## config.mk

```make
export PLATFORM = sky130hd
export DESIGN_NAME = obj_draw
export DESIGN_NICKNAME = d
export VERILOG_FILES = /design/src/source/obj_pkg.sv /design/src/source/obj_draw.sv
export VERILOG_INCLUDE_DIRS = /design/src /design/src/source
export SDC_FILE = /design/constraint.sdc
export NUM_CORES = 1
export LEC_CHECK = 0
export ABC_AREA = 1
export BUFFER_PORTS_ARGS = -buffer_cell sky130_fd_sc_hd__buf_2
export CAP_MARGIN = 20
export CORE_MARGIN = 4
export CORE_UTILIZATION = 55
export DETAILED_ROUTE_END_ITERATION = 10
export HOLD_SLACK_MARGIN = 0.03
export MAX_ROUTING_LAYER = met4
export PLACE_DENSITY = 0.86
export REMOVE_ABC_BUFFERS = 1
export SLEW_MARGIN = 20
export SYNTH_ARGS = -nofsm -noshare
export SYNTH_HDL_FRONTEND = slang
export SYNTH_SLANG_ARGS = --single-unit
```

## constraint.sdc

```tcl
create_clock -name clk -period 7.8 [get_ports clk]
set_input_delay 0.39 -clock clk [delete_from_list [all_inputs] [get_ports clk]]
set_output_delay 0.39 -clock clk [all_outputs]
set_load 0.01 [all_outputs]
```

## src/source/obj_settings.svh

```systemverilog
// Table address width must equal object index bits plus word index bits; draw width is a power of two
`ifndef OBJ_SETTINGS_SVH
`define OBJ_SETTINGS_SVH

// Table geometry
`define OBJ_WORDS_PER_ENTRY 8
`define OBJ_TBL_AW          11     // 256 objects of 8 words

// Line and table limits
`define OBJ_LAST_LINE       223    // Last rendered line
`define OBJ_END_MARK        8'hF0  // Bottom at or above ends the table

// Drawer width in ROM words
`define OBJ_DRAW_WORDS      4      // 4 pixels per word

// Descriptor word indices
`define OBJ_W_ZONE          0      // Bottom high byte and top low byte
`define OBJ_W_XPOS          1
`define OBJ_W_PITCH         2      // Signed
`define OBJ_W_OFFSET        3
`define OBJ_W_ATTR          4      // Palette 13:8 bank 6:4 priority 1:0
`define OBJ_W_RUN           6      // Running offset

`endif
```

## src/source/obj_pkg.sv

```systemverilog
// Types only; the offset MSB doubles as flip and leaves a 15-bit ROM word offset
package obj_pkg;

    // Flip view of an offset word
    typedef struct packed {
        logic        flip;   // Reverse word and pixel order
        logic [14:0] word;   // ROM word offset inside bank
    } obj_ofs_fields_t;

    // Raw view for pitch arithmetic
    typedef union packed {
        logic [15:0]     raw;
        obj_ofs_fields_t f;
    } obj_offset_u;

    // One object line handed to the drawer
    typedef struct packed {
        logic [8:0]  xpos;     // Left pixel
        obj_offset_u offset;   // Offset for this line
        logic [2:0]  bank;     // ROM bank
        logic [1:0]  prio;
        logic [5:0]  pal;
    } obj_cmd_t;

endpackage

```

## src/source/obj_draw.sv

```systemverilog
// One object line per command; ROM data must follow rom_addr by one clock and x wraps at 512
`timescale 1ns/1ps
`include "obj_settings.svh"

module obj_draw (
    input  logic               clk,
    input  logic               rst,
    input  obj_pkg::obj_cmd_t  cmd,
    input  logic               cmd_req,
    output logic               cmd_ack,
    output logic [17:0]        rom_addr,
    input  logic [15:0]        rom_data,
    output logic               buf_we,
    output logic [8:0]         buf_addr,
    output logic [11:0]        buf_data
);

    localparam int NWORD = `OBJ_DRAW_WORDS;
    localparam int NPIX  = NWORD * 4;
    localparam int KW    = $clog2(NWORD);
    localparam int PW    = $clog2(NPIX);

    obj_pkg::obj_cmd_t cur;        // Latched command
    logic              take;
    logic              busy;
    logic              fetching;   // Issuing ROM words
    logic [KW-1:0]     fk;         // Word being issued
    logic              cap_v;      // rom_data valid now
    logic [KW-1:0]     cap_k;      // Word index of rom_data
    logic [3:0]        pix [NPIX]; // Pixels in object order
    logic [3:0]        nib [4];
    logic [NPIX-1:0]   mask;       // Opaque pixels still to write
    logic [NPIX-1:0]   set_bits;
    logic [NPIX-1:0]   clr_bits;
    logic [NPIX-1:0]   mask_next;
    logic              pick_v;
    logic [PW-1:0]     pick_n;
    logic [14:0]       word_ofs;

    assign take = !busy && cmd_req && !cmd_ack;  // Idle only

    // Flip walks the ROM downwards
    assign word_ofs = cur.offset.f.flip ? cur.offset.f.word - 15'(fk)
                                        : cur.offset.f.word + 15'(fk);
    assign rom_addr = {cur.bank, word_ofs};

    // Word split, MSB nibble first unless flipped
    always_comb begin
        for (int j = 0; j < 4; j++) begin
            nib[j] = cur.offset.f.flip ? rom_data[4*j +: 4] : rom_data[15-4*j -: 4];
        end
    end

    always_comb begin
        set_bits = '0;
        if (cap_v) begin
            for (int j = 0; j < 4; j++) begin
                if (nib[j] != 4'd0) begin
                    set_bits[4*cap_k + j] = 1'b1;  // Zero is transparent
                end
            end
        end
    end

    // Lowest pending pixel goes next
    always_comb begin
        pick_v = 1'b0;
        pick_n = '0;
        for (int i = NPIX - 1; i >= 0; i--) begin
            if (mask[i]) begin
                pick_v = 1'b1;
                pick_n = PW'(i);
            end
        end
        clr_bits = '0;
        if (pick_v) begin
            clr_bits[pick_n] = 1'b1;
        end
    end

    assign mask_next = (mask & ~clr_bits) | set_bits;

    always_ff @(posedge clk or posedge rst) begin
        if (rst) begin
            cmd_ack  <= 1'b0;
            busy     <= 1'b0;
            fetching <= 1'b0;
            fk       <= '0;
            cap_v    <= 1'b0;
            mask     <= '0;
            buf_we   <= 1'b0;
        end else begin
            buf_we <= 1'b0;
            cap_v  <= fetching;
            if (cmd_ack && !cmd_req) begin
                cmd_ack <= 1'b0;   // Phase 4
            end
            if (!busy) begin
                if (take) begin
                    cmd_ack  <= 1'b1;
                    busy     <= 1'b1;
                    fetching <= 1'b1;
                    fk       <= '0;
                end
            end else begin
                if (fetching) begin
                    fk <= fk + 1'b1;
                    if (fk == KW'(NWORD - 1)) begin
                        fetching <= 1'b0;
                    end
                end
                mask   <= mask_next;
                buf_we <= pick_v;
                if (!fetching && !cap_v && mask_next == '0) begin
                    busy <= 1'b0;  // Last pixel issued
                end
            end
        end
    end

    // Pixel store and line buffer word
    always_ff @(posedge clk) begin
        if (take) begin
            cur <= cmd;
        end
        cap_k <= fk;
        if (cap_v) begin
            for (int j = 0; j < 4; j++) begin
                pix[4*cap_k + j] <= nib[j];
            end
        end
        if (pick_v) begin
            buf_addr <= cur.xpos + {{(9-PW){1'b0}}, pick_n};  // Wraps mod 512
            buf_data <= {cur.prio, cur.pal, pix[pick_n]};
        end
    end

endmodule

```

==> impl_results.md <==
* I/O Pins at 96
* Slew @ Worst Pin at 0.9929 ns
* GR Util All Layers at 21.85%
* Htree depth at 4
* Worst slack, placed at 3.790 ns
* Wirelength per Cell at 16.36 µm
* Design area at 7918 µm²
* Post-CTS setup buffers at 0
* Slew Limit Fails at 0
* Final worst slack at 3.207 ns
* Pwr dens at 383.0 nW/µm²
* Status: finished, final reports clean
* First-pass GRT wire length at 23240 µm
* Initial antenna violation count at 0
* Placed instance count at 847
* Hold crit path type: in -> reg
* DRC Markers at 0
* Routability cong. at 0.9337
* Reg2reg end: buf_addr[8]
* Maximum fanout along the worst path at 20
* Most frequent cell after synthesis: nand2_1
* Vias at 4857
* Pleak at 3.402 nW
* Vias/cell at 5.526
* Worst Path Required at 7.41 ns
* Dpl cell area at 7343 µm²
* Final setup violation count at 0
* Slew margin rel. at 33.65%
* DR iter-0 viols at 564
* Clock transition at the registers of the reported paths at 0.06 ns
* CTS root buffer: clkbuf_16
* Clock sink total at 146
* Hold-critical path endpoint: cur[1]
* Critical Path AT at 4.20 ns
* Primary FF master, synth: edfxtp_1
* Antenna Cells at 0
* Share of layout cells above drive strength 1 at 19.95%
* Vias in the first global route at 4830
* Max_cap viols at 0
* Reg-to-Reg Start: mask[14]
* Synth area leader: edfxtp_1
* CORE AREA at 12010 µm²
* Sequential cell fraction of total power at 36.7%
* Area contributors post-synth: edfxtp_1 (54%), nand2_1 (8.7%), dfrtp_1 (8.5%), inv_1 (4.1%), ha_1 (3.7%)
* Row cnt at 40
* Hpwl dp at 9718 µm
* Achievable frequency at 217.7 MHz
* Mapped Cells at 617
* Hold Path Depth at 1
* Remaining antenna violation count after routing at 0
* Detailed-router iteration count before antenna repair at 5
* Seq/Total Area, Yosys at 63.02%
* Reg2Reg Depth at 24
* Ys async rst share at 15.75%
* Setup slack, reg-to-reg at 4.62 ns
* Synth top cells by count: nand2_1 (156), edfxtp_1 (121), inv_1 (74)
* Tot Pwr at 3.032 mW
* Setup clock skew after layout at 0.006804 ns
* HP Start: cmd[1]
* Synthesized cell area at 6743 µm²
* Crit path kind: reg -> out
* Max clock buf depth at 2
* Setup tns final at 0 ns
* Comb pwr share at 37.2%
* Pint at 1.899 mW
* Critical Path Sink Type: output port
* P_sw at 1.133 mW
* Post-layout min period at 4.593 ns
* Largest net degree at the start of global routing at 38
* Nets at 796
* Synth-to-layout area growth at 17.42%
* CTS tree: yes
* RSZ-0062 raised after global routing: false
* Final hold vios at 0
* Die Y at 118.7 µm
* Syn Area/Cell at 10.93 µm²
* Final period utilization at 58.89%
* Flops & latches, synth at 146
* Initial Utilization at 56.14%
* Post-synth EDFFs at 121
* Grt total ovfl at 0
* Worst ir drop on vdd at 193.6 µV
* Clock network power share at 26.0%
* Area share of the largest cell type after synthesis at 53.89%
* Count of cell types in the netlist at 39
* Startpoint types: flop
* Hold buffers post-CTS at 0
* Fillers at 875
* Clock Latency Late Sink at 0.42 ns
* Port bufs at 95
* Fin cells at 879
* Post_cts resized at 0
* Switching Fraction at 37.36%
* Die area at 14090 µm²
* Die Width at 118.7 µm
* Synthesis Warnings at 0
* CTS buffer count at 17
* Routed WL at 14380 µm
-- registers in the layout, indices dropped and copies added (netlist names) --
name      count
pix          64
cur          33
mask         16
buf_data     12
buf_addr      9
rom_addr      3
cap_k         2
fk            2
buf_we        1
busy          1
cap_v         1
cmd_ack       1
fetching      1
-- cells by family (layout without fill, tap and decap cells) --
kind of cell / count (synthesis) / in the layout / synth area share [%]
simple gates: 256 / 256 / 17.03
flops: 146 / 146 / 63.02
buf+inv: 93 / 208 / 5.715
compound gates: 67 / 67 / 5.418
fa+ha+maj: 22 / 22 / 4.305
xor+xnor: 21 / 21 / 2.728
mux: 12 / 12 / 1.781
-- power groups by stage --
| stage | clock network [mW] | registers (mW) | logic (mW) |
|---|---|---|---|
| 3_5_place_dp | 0 | 1.12 | 1.10 |
| 2_1_floorplan | 0 | 1.12 | 0.764 |
| 4_1_cts | 0.796 | 1.11 | 1.12 |
| 3_3_place_gp | 0 | 1.12 | 1.05 |
| 6_report | 0.790 | 1.11 | 1.13 |
| 5_1_grt | 0.834 | 1.13 | 1.26 |
-- worst max path at each step --
stage	end	from	cells past startpoint
after floorplan	fk[0]	busy	4
after global placement	rom_addr[14]	cur[26]	18
after detailed placement	rom_addr[14]	cur[26]	18
after CTS	rom_addr[11]	cur[26]	18
after global routing	rom_addr[11]	cur[26]	18
final	rom_addr[11]	cur[26]	18
-- critical path, cell delays in order (launching register included) --
cell	delay, ns
edfxtp_1	0.92
nor2_1	0.15
inv_1	0.35
ha_1	0.36
a21oi_1	0.16
nand2_1	0.11
a21oi_1	0.19
o21bai_1	0.17
nand2_1	0.09
nand2_1	0.06
a21oi_1	0.19
nor2_1	0.06
o21ai_0	0.16
nand2_1	0.10
nand2_1	0.07
nand2_1	0.05
a21oi_1	0.16
xor2_1	0.23
buf_2	0.20
-- per-stage QoR --
stage          util [%]  hold slack [ns]
6_report          65.92           0.1420
4_1_cts           65.92           0.1303
5_1_grt           65.92           0.1285
3_3_place_gp      61.14           0.3772
2_1_floorplan         -           0.3710
3_5_place_dp      61.14           0.3889
-- routing by layer --
metal  global-route usage (%)  part of all wire [%]  vias to the layer above
met5                        -                     0                        -
met4                    12.02                   3.8                        0
met3                    4.880                   7.4                       54
met2                    34.17                    49                      236
met1                    26.49                    40                     2260
li1                         -                     -                     2307
-- cell type report --
cell class,count,area (µm²),area share (%)
flip-flops and latches,146,4249,53.67
multi-input cells,378,2125,26.83
repair buffers,96,483.0,6.100
clock buffers,18,429.2,5.420
inverters,80,302.8,3.824
well taps,147,183.9,2.323
clock inverters,14,145.1,1.833
-- layout by cell type (no fill, tap or decap), drive strengths merged, types with 20 or more instances in the layout --
cell type    n
nand2      162
edfxtp     121
buf         96
inv         80
nor2        37
o21ai       30
nand4       27
a21oi       25
dfrtp       23
xor2        20
ha          20
Power figures use the tool's default switching activity.
