<file path="config.mk">
export PLATFORM = sky130hd
export DESIGN_NAME = obj_scan_flat
export DESIGN_NICKNAME = d
export VERILOG_FILES = /design/src/source/obj_pkg.sv /design/src/source/obj_tbl_if.sv /design/src/source/obj_scan.sv /design/src/flat_wrapper.sv
export VERILOG_INCLUDE_DIRS = /design/src /design/src/source
export SDC_FILE = /design/constraint.sdc
export NUM_CORES = 1
export LEC_CHECK = 0
export BUFFER_PORTS_ARGS = -buffer_cell sky130_fd_sc_hd__buf_2
export CAP_MARGIN = 20
export CORE_MARGIN = 1.5
export CORE_UTILIZATION = 46
export DETAILED_ROUTE_END_ITERATION = 10
export PLACE_DENSITY = 0.72
export SLEW_MARGIN = 15
export SYNTH_ARGS = -nofsm -noshare
export SYNTH_HDL_FRONTEND = slang
export SYNTH_SLANG_ARGS = --single-unit
export TNS_END_PERCENT = 10
</file>
<file path="constraint.sdc">
create_clock -name clk -period 2.42 [get_ports clk]
set_input_delay 0.121 -clock clk [delete_from_list [all_inputs] [get_ports clk]]
set_output_delay 0.121 -clock clk [all_outputs]
set_load 0.01 [all_outputs]
</file>
<file path="src/source/obj_settings.svh">
// Table address width must equal object index bits plus word index bits; draw width is a power of two
`ifndef OBJ_SETTINGS_SVH
`define OBJ_SETTINGS_SVH

// Table geometry
`define OBJ_WORDS_PER_ENTRY 8
`define OBJ_TBL_AW          11     // 256 objects of 8 words

// Line and table limits
`define OBJ_LAST_LINE       223    // Last rendered line
`define OBJ_END_MARK        8'hF0  // Bottom at or above ends the table

// Drawer width in ROM words
`define OBJ_DRAW_WORDS      4      // 4 pixels per word

// Descriptor word indices
`define OBJ_W_ZONE          0      // Bottom high byte and top low byte
`define OBJ_W_XPOS          1
`define OBJ_W_PITCH         2      // Signed
`define OBJ_W_OFFSET        3
`define OBJ_W_ATTR          4      // Palette 13:8 bank 6:4 priority 1:0
`define OBJ_W_RUN           6      // Running offset

`endif
</file>
<file path="src/source/obj_pkg.sv">
// Types only; the offset MSB doubles as flip and leaves a 15-bit ROM word offset
package obj_pkg;

    // Flip view of an offset word
    typedef struct packed {
        logic        flip;   // Reverse word and pixel order
        logic [14:0] word;   // ROM word offset inside bank
    } obj_ofs_fields_t;

    // Raw view for pitch arithmetic
    typedef union packed {
        logic [15:0]     raw;
        obj_ofs_fields_t f;
    } obj_offset_u;

    // One object line handed to the drawer
    typedef struct packed {
        logic [8:0]  xpos;     // Left pixel
        obj_offset_u offset;   // Offset for this line
        logic [2:0]  bank;     // ROM bank
        logic [1:0]  prio;
        logic [5:0]  pal;
    } obj_cmd_t;

endpackage

</file>
<file path="src/source/obj_tbl_if.sv">
// One requester port into the object table; four-phase req/ack with fields held while req is high
`timescale 1ns/1ps
`include "obj_settings.svh"

interface obj_tbl_if;

    logic                   req;    // Held until ack
    logic                   ack;    // Rises with rdata valid
    logic                   we;
    logic [`OBJ_TBL_AW-1:0] addr;
    logic [15:0]            wdata;
    logic [15:0]            rdata;  // Old word on writes

    // Scanner or host side
    modport requester (
        output req, we, addr, wdata,
        input  ack, rdata
    );

    // Table side
    modport arbiter (
        input  req, we, addr, wdata,
        output ack, rdata
    );

endinterface

</file>
<file path="src/source/obj_scan.sv">
// Walks the table once per visible line; hstart during a walk is ignored and offsets wrap mod 2^16
`timescale 1ns/1ps
`include "obj_settings.svh"

module obj_scan (
    input  logic                clk,
    input  logic                rst,
    input  logic                hstart,
    input  logic [8:0]          vrender,
    obj_tbl_if.requester        tbl,
    output obj_pkg::obj_cmd_t   cmd,
    output logic                cmd_req,
    input  logic                cmd_ack
);

    localparam int AW  = `OBJ_TBL_AW;
    localparam int WIW = $clog2(`OBJ_WORDS_PER_ENTRY);
    localparam int OW  = AW - WIW;

    typedef enum logic [3:0] {
        S_IDLE, S_ZONE, S_XPOS, S_PITCH, S_OFS, S_ATTR, S_WB, S_CMD, S_NEXT
    } state_t;

    state_t         st;
    logic [OW-1:0]  obj;       // Current object
    logic [WIW-1:0] widx;      // Word inside descriptor
    logic           wait_low;  // Waiting for ack to fall
    logic           acc_end;   // Table access fully closed
    logic [15:0]    rd;        // Last table word
    logic [7:0]     line;      // Line being scanned
    logic           first;     // Line equals top
    logic [15:0]    pitch;
    logic [7:0]     zone_top;
    logic [7:0]     zone_bot;
    logic           inzone;

    assign tbl.addr  = {obj, widx};
    assign tbl.wdata = cmd.offset.raw + pitch;  // Two's complement add

    assign acc_end  = wait_low && !tbl.ack;
    assign zone_bot = rd[15:8];
    assign zone_top = rd[7:0];
    assign inzone   = (line >= zone_top) && (zone_bot > line);  // Empty when top not below bottom

    // Walker and table handshake
    always_ff @(posedge clk or posedge rst) begin
        if (rst) begin
            st       <= S_IDLE;
            obj      <= '0;
            widx     <= '0;
            tbl.req  <= 1'b0;
            tbl.we   <= 1'b0;
            wait_low <= 1'b0;
            cmd_req  <= 1'b0;
        end else begin
            if (tbl.req && tbl.ack) begin
                tbl.req  <= 1'b0;   // Phase 3
                wait_low <= 1'b1;
            end
            if (acc_end) begin
                wait_low <= 1'b0;
            end
            case (st)
                S_IDLE: if (hstart && vrender <= 9'(`OBJ_LAST_LINE)) begin
                    obj     <= '0;
                    widx    <= WIW'(`OBJ_W_ZONE);
                    tbl.we  <= 1'b0;
                    tbl.req <= 1'b1;
                    st      <= S_ZONE;
                end
                S_ZONE: if (acc_end) begin
                    if (zone_bot >= `OBJ_END_MARK) begin
                        st <= S_IDLE;     // End marker
                    end else if (!inzone) begin
                        st <= S_NEXT;
                    end else begin
                        widx    <= WIW'(`OBJ_W_XPOS);
                        tbl.req <= 1'b1;
                        st      <= S_XPOS;
                    end
                end
                S_XPOS: if (acc_end) begin
                    widx    <= WIW'(`OBJ_W_PITCH);
                    tbl.req <= 1'b1;
                    st      <= S_PITCH;
                end
                S_PITCH: if (acc_end) begin
                    widx    <= first ? WIW'(`OBJ_W_OFFSET) : WIW'(`OBJ_W_RUN);
                    tbl.req <= 1'b1;
                    st      <= S_OFS;
                end
                S_OFS: if (acc_end) begin
                    widx    <= WIW'(`OBJ_W_ATTR);
                    tbl.req <= 1'b1;
                    st      <= S_ATTR;
                end
                S_ATTR: if (acc_end) begin
                    widx    <= WIW'(`OBJ_W_RUN);  // Write back next offset
                    tbl.we  <= 1'b1;
                    tbl.req <= 1'b1;
                    st      <= S_WB;
                end
                S_WB: if (acc_end) begin
                    tbl.we <= 1'b0;
                    st     <= S_CMD;
                end
                S_CMD: begin
                    if (!cmd_req) begin
                        if (!cmd_ack) begin
                            cmd_req <= 1'b1;  // Previous ack gone
                        end
                    end else if (cmd_ack) begin
                        cmd_req <= 1'b0;      // Drawer latched it
                        st      <= S_NEXT;
                    end
                end
                S_NEXT: begin
                    if (obj == '1) begin
                        st <= S_IDLE;         // Past object 255
                    end else begin
                        obj     <= obj + 1'b1;
                        widx    <= WIW'(`OBJ_W_ZONE);
                        tbl.we  <= 1'b0;
                        tbl.req <= 1'b1;
                        st      <= S_ZONE;
                    end
                end
                default: st <= S_IDLE;
            endcase
        end
    end

    // Descriptor fields
    always_ff @(posedge clk) begin
        if (tbl.req && tbl.ack) begin
            rd <= tbl.rdata;
        end
        if (st == S_IDLE) begin
            line <= vrender[7:0];
        end
        if (acc_end) begin
            case (st)
                S_ZONE:  first <= line == zone_top;
                S_XPOS:  cmd.xpos <= rd[8:0];
                S_PITCH: pitch <= rd;
                S_OFS:   cmd.offset.raw <= rd;  // OFFSET or RUN
                S_ATTR: begin
                    cmd.pal  <= rd[13:8];
                    cmd.bank <= rd[6:4];
                    cmd.prio <= rd[1:0];
                end
                default: ;
            endcase
        end
    end

endmodule

</file>
<file path="src/flat_wrapper.sv">
// flat-port wrapper written by rule: the top's interface ports become plain ports
module obj_scan_flat 
  (clk, rst, hstart, vrender, cmd, cmd_req, cmd_ack, tbl_req, tbl_we, tbl_addr, tbl_wdata, tbl_ack, tbl_rdata);
  obj_tbl_if tbl_i ();
  input  logic clk;
  input  logic rst;
  input  logic hstart;
  input  logic [8:0] vrender;
  output obj_pkg::obj_cmd_t cmd;
  output logic cmd_req;
  input  logic cmd_ack;
  output wire logic [$bits(tbl_i.req)-1:0] tbl_req;
  output wire logic [$bits(tbl_i.we)-1:0] tbl_we;
  output wire logic [$bits(tbl_i.addr)-1:0] tbl_addr;
  output wire logic [$bits(tbl_i.wdata)-1:0] tbl_wdata;
  input wire logic [$bits(tbl_i.ack)-1:0] tbl_ack;
  input wire logic [$bits(tbl_i.rdata)-1:0] tbl_rdata;
  assign tbl_req = tbl_i.req;
  assign tbl_we = tbl_i.we;
  assign tbl_addr = tbl_i.addr;
  assign tbl_wdata = tbl_i.wdata;
  assign tbl_i.ack = tbl_ack;
  assign tbl_i.rdata = tbl_rdata;
  obj_scan u_core (.clk(clk), .rst(rst), .hstart(hstart), .vrender(vrender), .tbl(tbl_i), .cmd(cmd), .cmd_req(cmd_req), .cmd_ack(cmd_ack));
endmodule
</file>
==> impl_results.md, run 1 <==
- Async SR Flop Fraction: 19.8%
- Final period utilization: 109%
- Crit. End Element: primary output
- Max-cap violations: 0
- CP Max Fanout: 3
- Die Y: approximately 100 um
- GRT Resource Usage Total: 20.5%
- WL/cell: roughly 16 um
- Initial antenna violation count: 0
- Commonest register cell after synthesis: edfxtp_1
- Grt ovf: 0
- Sinks on Clock Net: 96
- Initial Utilization: a little under half
- Die W: between 100 and 150 um
- Clk_lat worst skew: between 0.3 and 0.4 ns
- Antenna Cells: 0
- Leak pwr: about 2.5 nW
- Root Driver: clkbuf_8
- R2R Setup Slk: about 0.23 ns
- DR iter-0 viols: 157
- Failing checks: setup timing
- Global-route wire length before repair: 16300 um
- CTS tree: yes
- DP HPWL: ~7500 um
- Final Critical Period: 2.65 ns
- Hold depth: 2
- Area of the core: between 9000 and 10000 um^2
- Hold Path Class: input port to flop
- Rel. slew slack: approximately half
- Most common library cell in the layout ignoring fill and taps: buf_2
- Fmax: between 300 and 400 MHz
- Seq/Total Area, Yosys: 60.0%
- CTS HTree Levels: 3
- Pin count of the biggest net entering global routing: 22
- Non-Filler Instances: 659
- Most frequent cells in the layout: buf_2, edfxtp_1, nor2_1
- RSZ-0062 raised after global routing: true
- Vias in the first global route: 3396
- Core Util, Final: between 60% and 70%
- Clock Tree Buf Depth: 2
- CTS Buf Count: 9
- Placer Congestion: about 0.9
- Number of synthesized register bits: 96
- Area Growth Syn to Fin: 27.4%
- Post-synth EDFFs: 77
- Kind of critical path: flop to primary output
- Overall Power: approximately 4.4 mW
- WP data required: approximately 2.3 ns
- Cell area after synthesis: 4640 um^2
- Syn. warnings: 0
- Vias: between 3000 and 4000
- Worst-Margin Slew: ~0.77 ns
- Rows: 36
- Die Area: around 11000 um^2
- Startpoint Class: flop
- Synth Instances: 376
- # fillers: between 700 and 800
- Final Setup Violations: 7
- Drt first pass iters: 5
- Peak supply drop: about 0.00048 V
- Yosys cell types: 52
- I/O pins: 96
- Final Hold Viols: 0
- Syn_nets: 439
- Slew Limit Fails: 0
- Vias per cell: between 5 and 6
- Fin worst setup slack: -0.229 ns
- Mean Syn Cell Area: 12.4 um^2
- Layout cell share with drive strength beyond 1: between 20% and 30%
- Pwr dens: 742 nW/um^2
- Critical path arrival: about 2.5 ns
- Drt drc: 0
- Clk slew on worst S/H paths: 0.08 ns
- Final nets: roughly 600
- Post-route ant nets: 0
- Reg2reg path depth: 8
- Clock skew: approximately 0.015 ns
- Aggregate routed wire length: 10500 um
- I/O Buffers: 95
- Placed cell count: just over 600
- Status: complete, but fails checks
-- repair_timing --
action                                 4_1_cts  5_1_grt
endpoints found under the hold margin       44        0
pin swaps                                   15        3
hold buffers                                26        0
setup buffers                                5        1
setup endpoints to repair                    6       12
gates resized for setup                     14        5
-- stage by stage --
stage	hold WS (ns)	worst slack (ns)	area (um^2)	setup TNS [ns]
after floorplan	0.0721	0.251	4650	0
after global placement	0.271	0.0568	5360	0
after detailed placement	0.280	0.0425	5360	0
after CTS	0.0405	-0.191	5890	-0.814
after global routing	0.0475	-0.395	5920	-2.06
final	0.0613	-0.229	5920	-0.969
-- power by group --
part	total [mW]	leakage [nW]	internal [mW]	switching, mW
clock	0.951	0.0937	0.428	0.523
sequential	2.25	0.946	2.00	0.253
combinational	1.19	1.46	0.531	0.655
total	4.39	2.50	2.96	1.43
-- sequential cells by signal, indices dropped and copies added, names as in the netlist --
signal	count
u_core.pitch	16
u_core.wait_low	1
u_core.st	4
u_core.cmd	36
u_core.obj	8
u_core.first	1
u_core.rd	16
u_core.widx	3
u_core.line	8
u_core.cmd_req	1
u_core.tbl.req	1
u_core.tbl.we	1
-- cell usage after synthesis, types with 2 or more instances --
| library cell | count | area share, % |
|---|---|---|
| a22oi_1 | 3 | 0.48 |
| o31ai_1 | 3 | 0.48 |
| o21ai_1 | 3 | 0.32 |
| edfxtp_1 | 77 | 50 |
| a31oi_1 | 2 | 0.27 |
| nand3_1 | 9 | 0.97 |
| xnor2_1 | 9 | 1.7 |
| nor2_1 | 33 | 2.7 |
| clkbuf_1 | 6 | 0.48 |
| nor2b_1 | 6 | 0.81 |
| o21ai_0 | 15 | 1.6 |
| inv_1 | 28 | 2.3 |
| mux2_2 | 3 | 0.73 |
| dfrtp_1 | 19 | 10 |
| o2111ai_1 | 2 | 0.38 |
| a21oi_1 | 22 | 2.4 |
| o211ai_1 | 4 | 0.65 |
| buf_6 | 3 | 0.73 |
| xor2_1 | 10 | 1.9 |
| and4_1 | 2 | 0.38 |
| a21o_1 | 6 | 0.97 |
| and3_1 | 2 | 0.27 |
| nand2_1 | 23 | 1.9 |
| nor3_1 | 9 | 0.97 |
| a211oi_1 | 4 | 0.65 |
| nand4_1 | 15 | 2.0 |
| ha_1 | 32 | 8.6 |
| o21a_1 | 2 | 0.32 |
-- cell type report --
class | instances | area, um^2 | share of cell area [%]
sequential | 96 | 2790 | 47.1
multi-input combinational | 243 | 1780 | 30.1
clock buffer | 13 | 159 | 2.69
clock inverter | 3 | 16.3 | 0.275
inverter | 28 | 105 | 1.78
tap | 133 | 166 | 2.81
timing repair buffer | 143 | 901 | 15.2
-- critical path, cell delays in order, from the launching register on --
cell	delay [ns]
edfxtp_1	0.39
ha_1	0.34
a211oi_2	0.27
o21ai_2	0.15
a2111oi_4	0.43
o31ai_1	0.13
a21oi_1	0.18
xnor2_1	0.14
buf_2	0.15
-- final timing paths --
path / from / endpoint
min in group asynchronous: rst / u_core.cmd_req$_DFFE_PP0N_
worst max register to register: u_core.rd[1]$_DFFE_PP_ / u_core.widx[1]$_DFFE_PP0P_
worst min register to register: u_core.widx[2]$_DFFE_PP0P_ / u_core.widx[2]$_DFFE_PP0P_
worst max-delay path: u_core.pitch[1]$_DFFE_PP_ / tbl_wdata[15]
max in group asynchronous: rst / u_core.wait_low$_DFFE_PP0P_
worst min-delay path: tbl_ack / u_core.wait_low$_DFFE_PP0P_
-- cells by family (layout without fill, tap and decap cells) --
| kind of cell | count (synthesis) | after routing | share of synthesized area, % |
|---|---|---|---|
| XOR/XNOR | 19 | 19 | 3.58 |
| AO/OA/AOI/OAI | 78 | 78 | 11.2 |
| AND/OR/NAND/NOR | 109 | 109 | 11.7 |
| buffers and inverters | 37 | 187 | 3.48 |
| flip-flops | 96 | 96 | 60.0 |
| adder cells (fa/ha/maj) | 34 | 34 | 9.27 |
| multiplexers | 3 | 3 | 0.727 |
-- per-layer routing --
layer | routed length [um] | GRT usage, %
met3 | 631 | 4.91
met2 | 5210 | 34.9
met4 | 196 | 8.00
met1 | 4440 | 25.4
met5 | 0 | 0
Power figures use the tool's default switching activity.
==> run 2, diff against run 1 <==
ABC_AREA = 1   (was unset)
==> impl_results.md, run 2 <==
- Status: finished clean (was complete, but fails checks)
- Async SR Flop Fraction: 19.8% (unchanged)
- Final period utilization: 96.7% (was 109%)
- Post-route ant nets: 0 (unchanged)
- Seq/Total Area, Yosys: 59.8% (was 60.0%)
- Die Area: 10800 um^2 (was 10700 um^2)
- Initial Utilization: 47.5% (about the same)
- Sinks on Clock Net: 96 (unchanged)
- Clock skew: 0.00575 ns (was 0.0154 ns)
- Area of the core: 9820 um^2 (was 9770 um^2)
- Kind of critical path: flop to primary output (unchanged)
- Overall Power: 2.72 mW (was 4.39 mW)
- CTS Buf Count: 9 (unchanged)
- Internal power: 2.18 mW (was 2.96 mW)
- Global-route wire length before repair: 16300 um (about the same)
- Clock Tree Buf Depth: 2 (unchanged)
- Synth area leader: edfxtp_1 (unchanged)
- Dpl ws: 0.431 ns (was 0.0425 ns)
- Top delay family on crit path: flip-flops (was compound AO/OA/AOI/OAI gates)
- Antenna Cells: 0 (unchanged)
- CP Cell Sequence: ha_1 > a21oi_1 > a21boi_0 > nand3_1 > buf_4 > xor2_1 > buf_2 (was ha_1 > a211oi_2 > o21ai_2 > a2111oi_4 > o31ai_1 > a21oi_1 > xnor2_1 > buf_2)
- Startpoint Class: flop (unchanged)
- Final Setup Violations: 0 (was 7)
- Leak pwr: 2.70 nW (was 2.50 nW)
- I/O pins: 96 (unchanged)
- Number of synthesized register bits: 96 (unchanged)
- CTS tree: yes (unchanged)
- Root Driver: clkbuf_8 (unchanged)
- Final Critical Period: 2.34 ns (was 2.65 ns)
- Worst-Margin Slew: 0.748 ns (was 0.769 ns)
- Largest register FFs: 36 (unchanged)
- Clk slew on worst S/H paths: 0.08 ns (about the same)
- Aggregate routed wire length: 10300 um (was 10500 um)
- Post-synth EDFFs: 77 (unchanged)
- Peak supply drop: 0.000266 V (was 0.000482 V)
- Most common library cell in the layout ignoring fill and taps: buf_2 (unchanged)
- DR iter-0 viols: 204 (was 157)
- Die Y: 104 um (was 103 um)
- Max incr delay on CP: 0.42 ns (was 0.43 ns)
- Critical path arrival: 2.22 ns (was 2.53 ns)
- Drt first pass iters: 4 (was 5)
- Layout cell share with drive strength beyond 1: 22.8% (was 29.1%)
- Top cells by area, synth: edfxtp_1, dfrtp_1, ha_1 (unchanged)
- Cell area after synthesis: 4660 um^2 (was 4640 um^2)
- DP Area: 5340 um^2 (was 5360 um^2)
- Pwr dens: 467 nW/um^2 (was 742 nW/um^2)
- Final Hold Viols: 0 (unchanged)
- Hold Path Class: input port to flop (unchanged)
- Final hold slack: 0.270 ns (was 0.0613 ns)
- Yosys cell types: 25 (was 52)
- Vias: 3544 (was 3500)
- Crit. End Element: primary output (unchanged)
- Initial antenna violation count: 0 (unchanged)
- Fin worst setup slack: 0.0791 ns (was -0.229 ns)
- Top cell type's share of synthesized area: 49.6% (was 49.8%)
- CTS HTree Levels: 3 (unchanged)
- CP Max Fanout: 4 (was 3)
- Max-cap violations: 0 (unchanged)
- Buf/Inv on CP: 2 (was 1)
- Vias in the first global route: 3395 (was 3396)
- Syn. warnings: 0 (unchanged)
- Most frequent cells in the layout: buf_2, nand2_1, edfxtp_1 (was buf_2, edfxtp_1, nor2_1)
- Net Sw Power: 0.541 mW (was 1.43 mW)
- Rows: 36 (unchanged)
- Combinational share of power: 2.6% (was 27.0%)
- Seq pwr share: 64.9% (was 51.3%)
- Syn_nets: 503 (was 439)
- Grt ovf: 0 (unchanged)
- Fmax: 427 MHz (was 378 MHz)
- DP HPWL: 7670 um (was 7480 um)
- Mean Syn Cell Area: 10.6 um^2 (was 12.4 um^2)
- WL/cell: 14.4 um (was 15.9 um)
- Drt drc: 0 (unchanged)
- WP data required: 2.30 ns (about the same)
- Setup TNS: 0 ns (was -0.969 ns)
- Area Growth Syn to Fin: 24.9% (was 27.4%)
- Slowest-stage cell, CP: edfxtp_1 (was a2111oi_4)
- Switch share: 19.9% (was 32.6%)
- Biggest register: u_core.cmd (unchanged)
- Clock group share of total power: 32.5% (was 21.7%)
- Placer Congestion: 0.919 (was 0.924)
- Synth Instances: 440 (was 376)
- Rel. slew slack: 50.1% (was 48.7%)
- Vias per cell: 4.95 (was 5.31)
- Commonest cells in the netlist: nand2_1, edfxtp_1, inv_1, ha_1, a21oi_1 (was edfxtp_1, nor2_1, ha_1, inv_1, nand2_1)
- Top-count cell post-synth: nand2_1 (was edfxtp_1)
- Post-Layout Inst Area: 5830 um^2 (was 5920 um^2)
- GRT Resource Usage Total: 19.3% (was 20.5%)
- Slew Limit Fails: 0 (unchanged)
- Pin count of the biggest net entering global routing: 20 (was 22)
- Die W: 104 um (was 103 um)
- Clk_lat worst skew: 0.36 ns (about the same)
- I/O Buffers: 95 (unchanged)
- Commonest register cell after synthesis: edfxtp_1 (unchanged)
- Final nets: 641 (was 584)
- Regs by FF count: u_core.cmd: 36 flops, u_core.pitch: 16 flops, u_core.rd: 16 flops (unchanged)
run 2: routing by layer:
metal / wire length (um) / vias up / share of wire (%) / track usage [%]
li1: - / 1756 / - / -
met4: 215 / 0 / 2.1 / 7.74
met2: 4960 / 118 / 48 / 32.0
met1: 4540 / 1653 / 44 / 25.4
met5: 0 / - / 0 / 0
met3: 579 / 17 / 5.6 / 3.15
run 2: logic make-up (layout without fill, tap and decap cells):
kind of cell	count (synthesis)	count (layout)	synth area share [%]
buffers and inverters	71	214	5.71
AO/OA/AOI/OAI	56	56	6.52
flip-flops	96	96	59.8
XOR/XNOR	15	15	2.82
AND/OR/NAND/NOR	169	169	16.2
adder cells (fa/ha/maj)	33	33	9.01
run 2: power groups by stage:
| stage | Combinational (mW) | Sequential, mW | Clock, mW |
|---|---|---|---|
| final | 0.0701 | 1.77 | 0.883 |
| after global routing | 0.0776 | 1.77 | 0.970 |
| after CTS | 0.0705 | 1.77 | 0.908 |
| after detailed placement | 0.0360 | 1.80 | 0 |
| after global placement | 0.0347 | 1.80 | 0 |
| after floorplan | 0.00743 | 1.80 | 0 |
run 2: worst paths after layout:
kind	cells after the start	endpoint	startpoint	slack, ns
worst max-delay path	7	tbl_wdata[11]	u_core.cmd[21]$_DFFE_PP_	0.08
worst min-delay path	6	u_core.obj[5]$_DFFE_PP0P_	hstart	0.27
worst max register to register	12	u_core.widx[1]$_DFFE_PP0P_	u_core.rd[11]$_DFFE_PP_	0.57
worst min register to register	2	u_core.widx[1]$_DFFE_PP0P_	u_core.widx[1]$_DFFE_PP0P_	0.49
max in group asynchronous	3	u_core.widx[2]$_DFFE_PP0P_	rst	1.52
min in group asynchronous	3	u_core.obj[2]$_DFFE_PP0P_	rst	0.43
run 2: repair_timing:
action                     4_1_cts  5_1_grt
buffers inserted                 0        1
hold buffers                    27        0
setup endpoints to repair        0        7
hold endpoints to repair        45        0
resized for setup                0       10
run 2: cell type report:
| cell class | instances | area [um^2] |
|---|---|---|
| inverter | 71 | 267 |
| sequential | 96 | 2790 |
| tap | 133 | 166 |
| multi-input combinational | 273 | 1660 |
| fill | 822 | 3990 |
| timing repair buffer | 127 | 783 |
| clock buffer | 10 | 128 |
| clock inverter | 6 | 36.3 |
run 2: tightest hold or removal path, delay by kind of cell:
kind / cells / cell delay, ns
buffers and inverters: 2 / 0.19
AND/OR/NAND/NOR: 4 / 0.29
run 2: metrics by stage:
step                      std cells  utilization [%]
after floorplan                 440                -
after global placement          672             54.3
after detailed placement        672             54.3
after CTS                       715             58.8
after global routing            716             59.3
final                           716             59.3
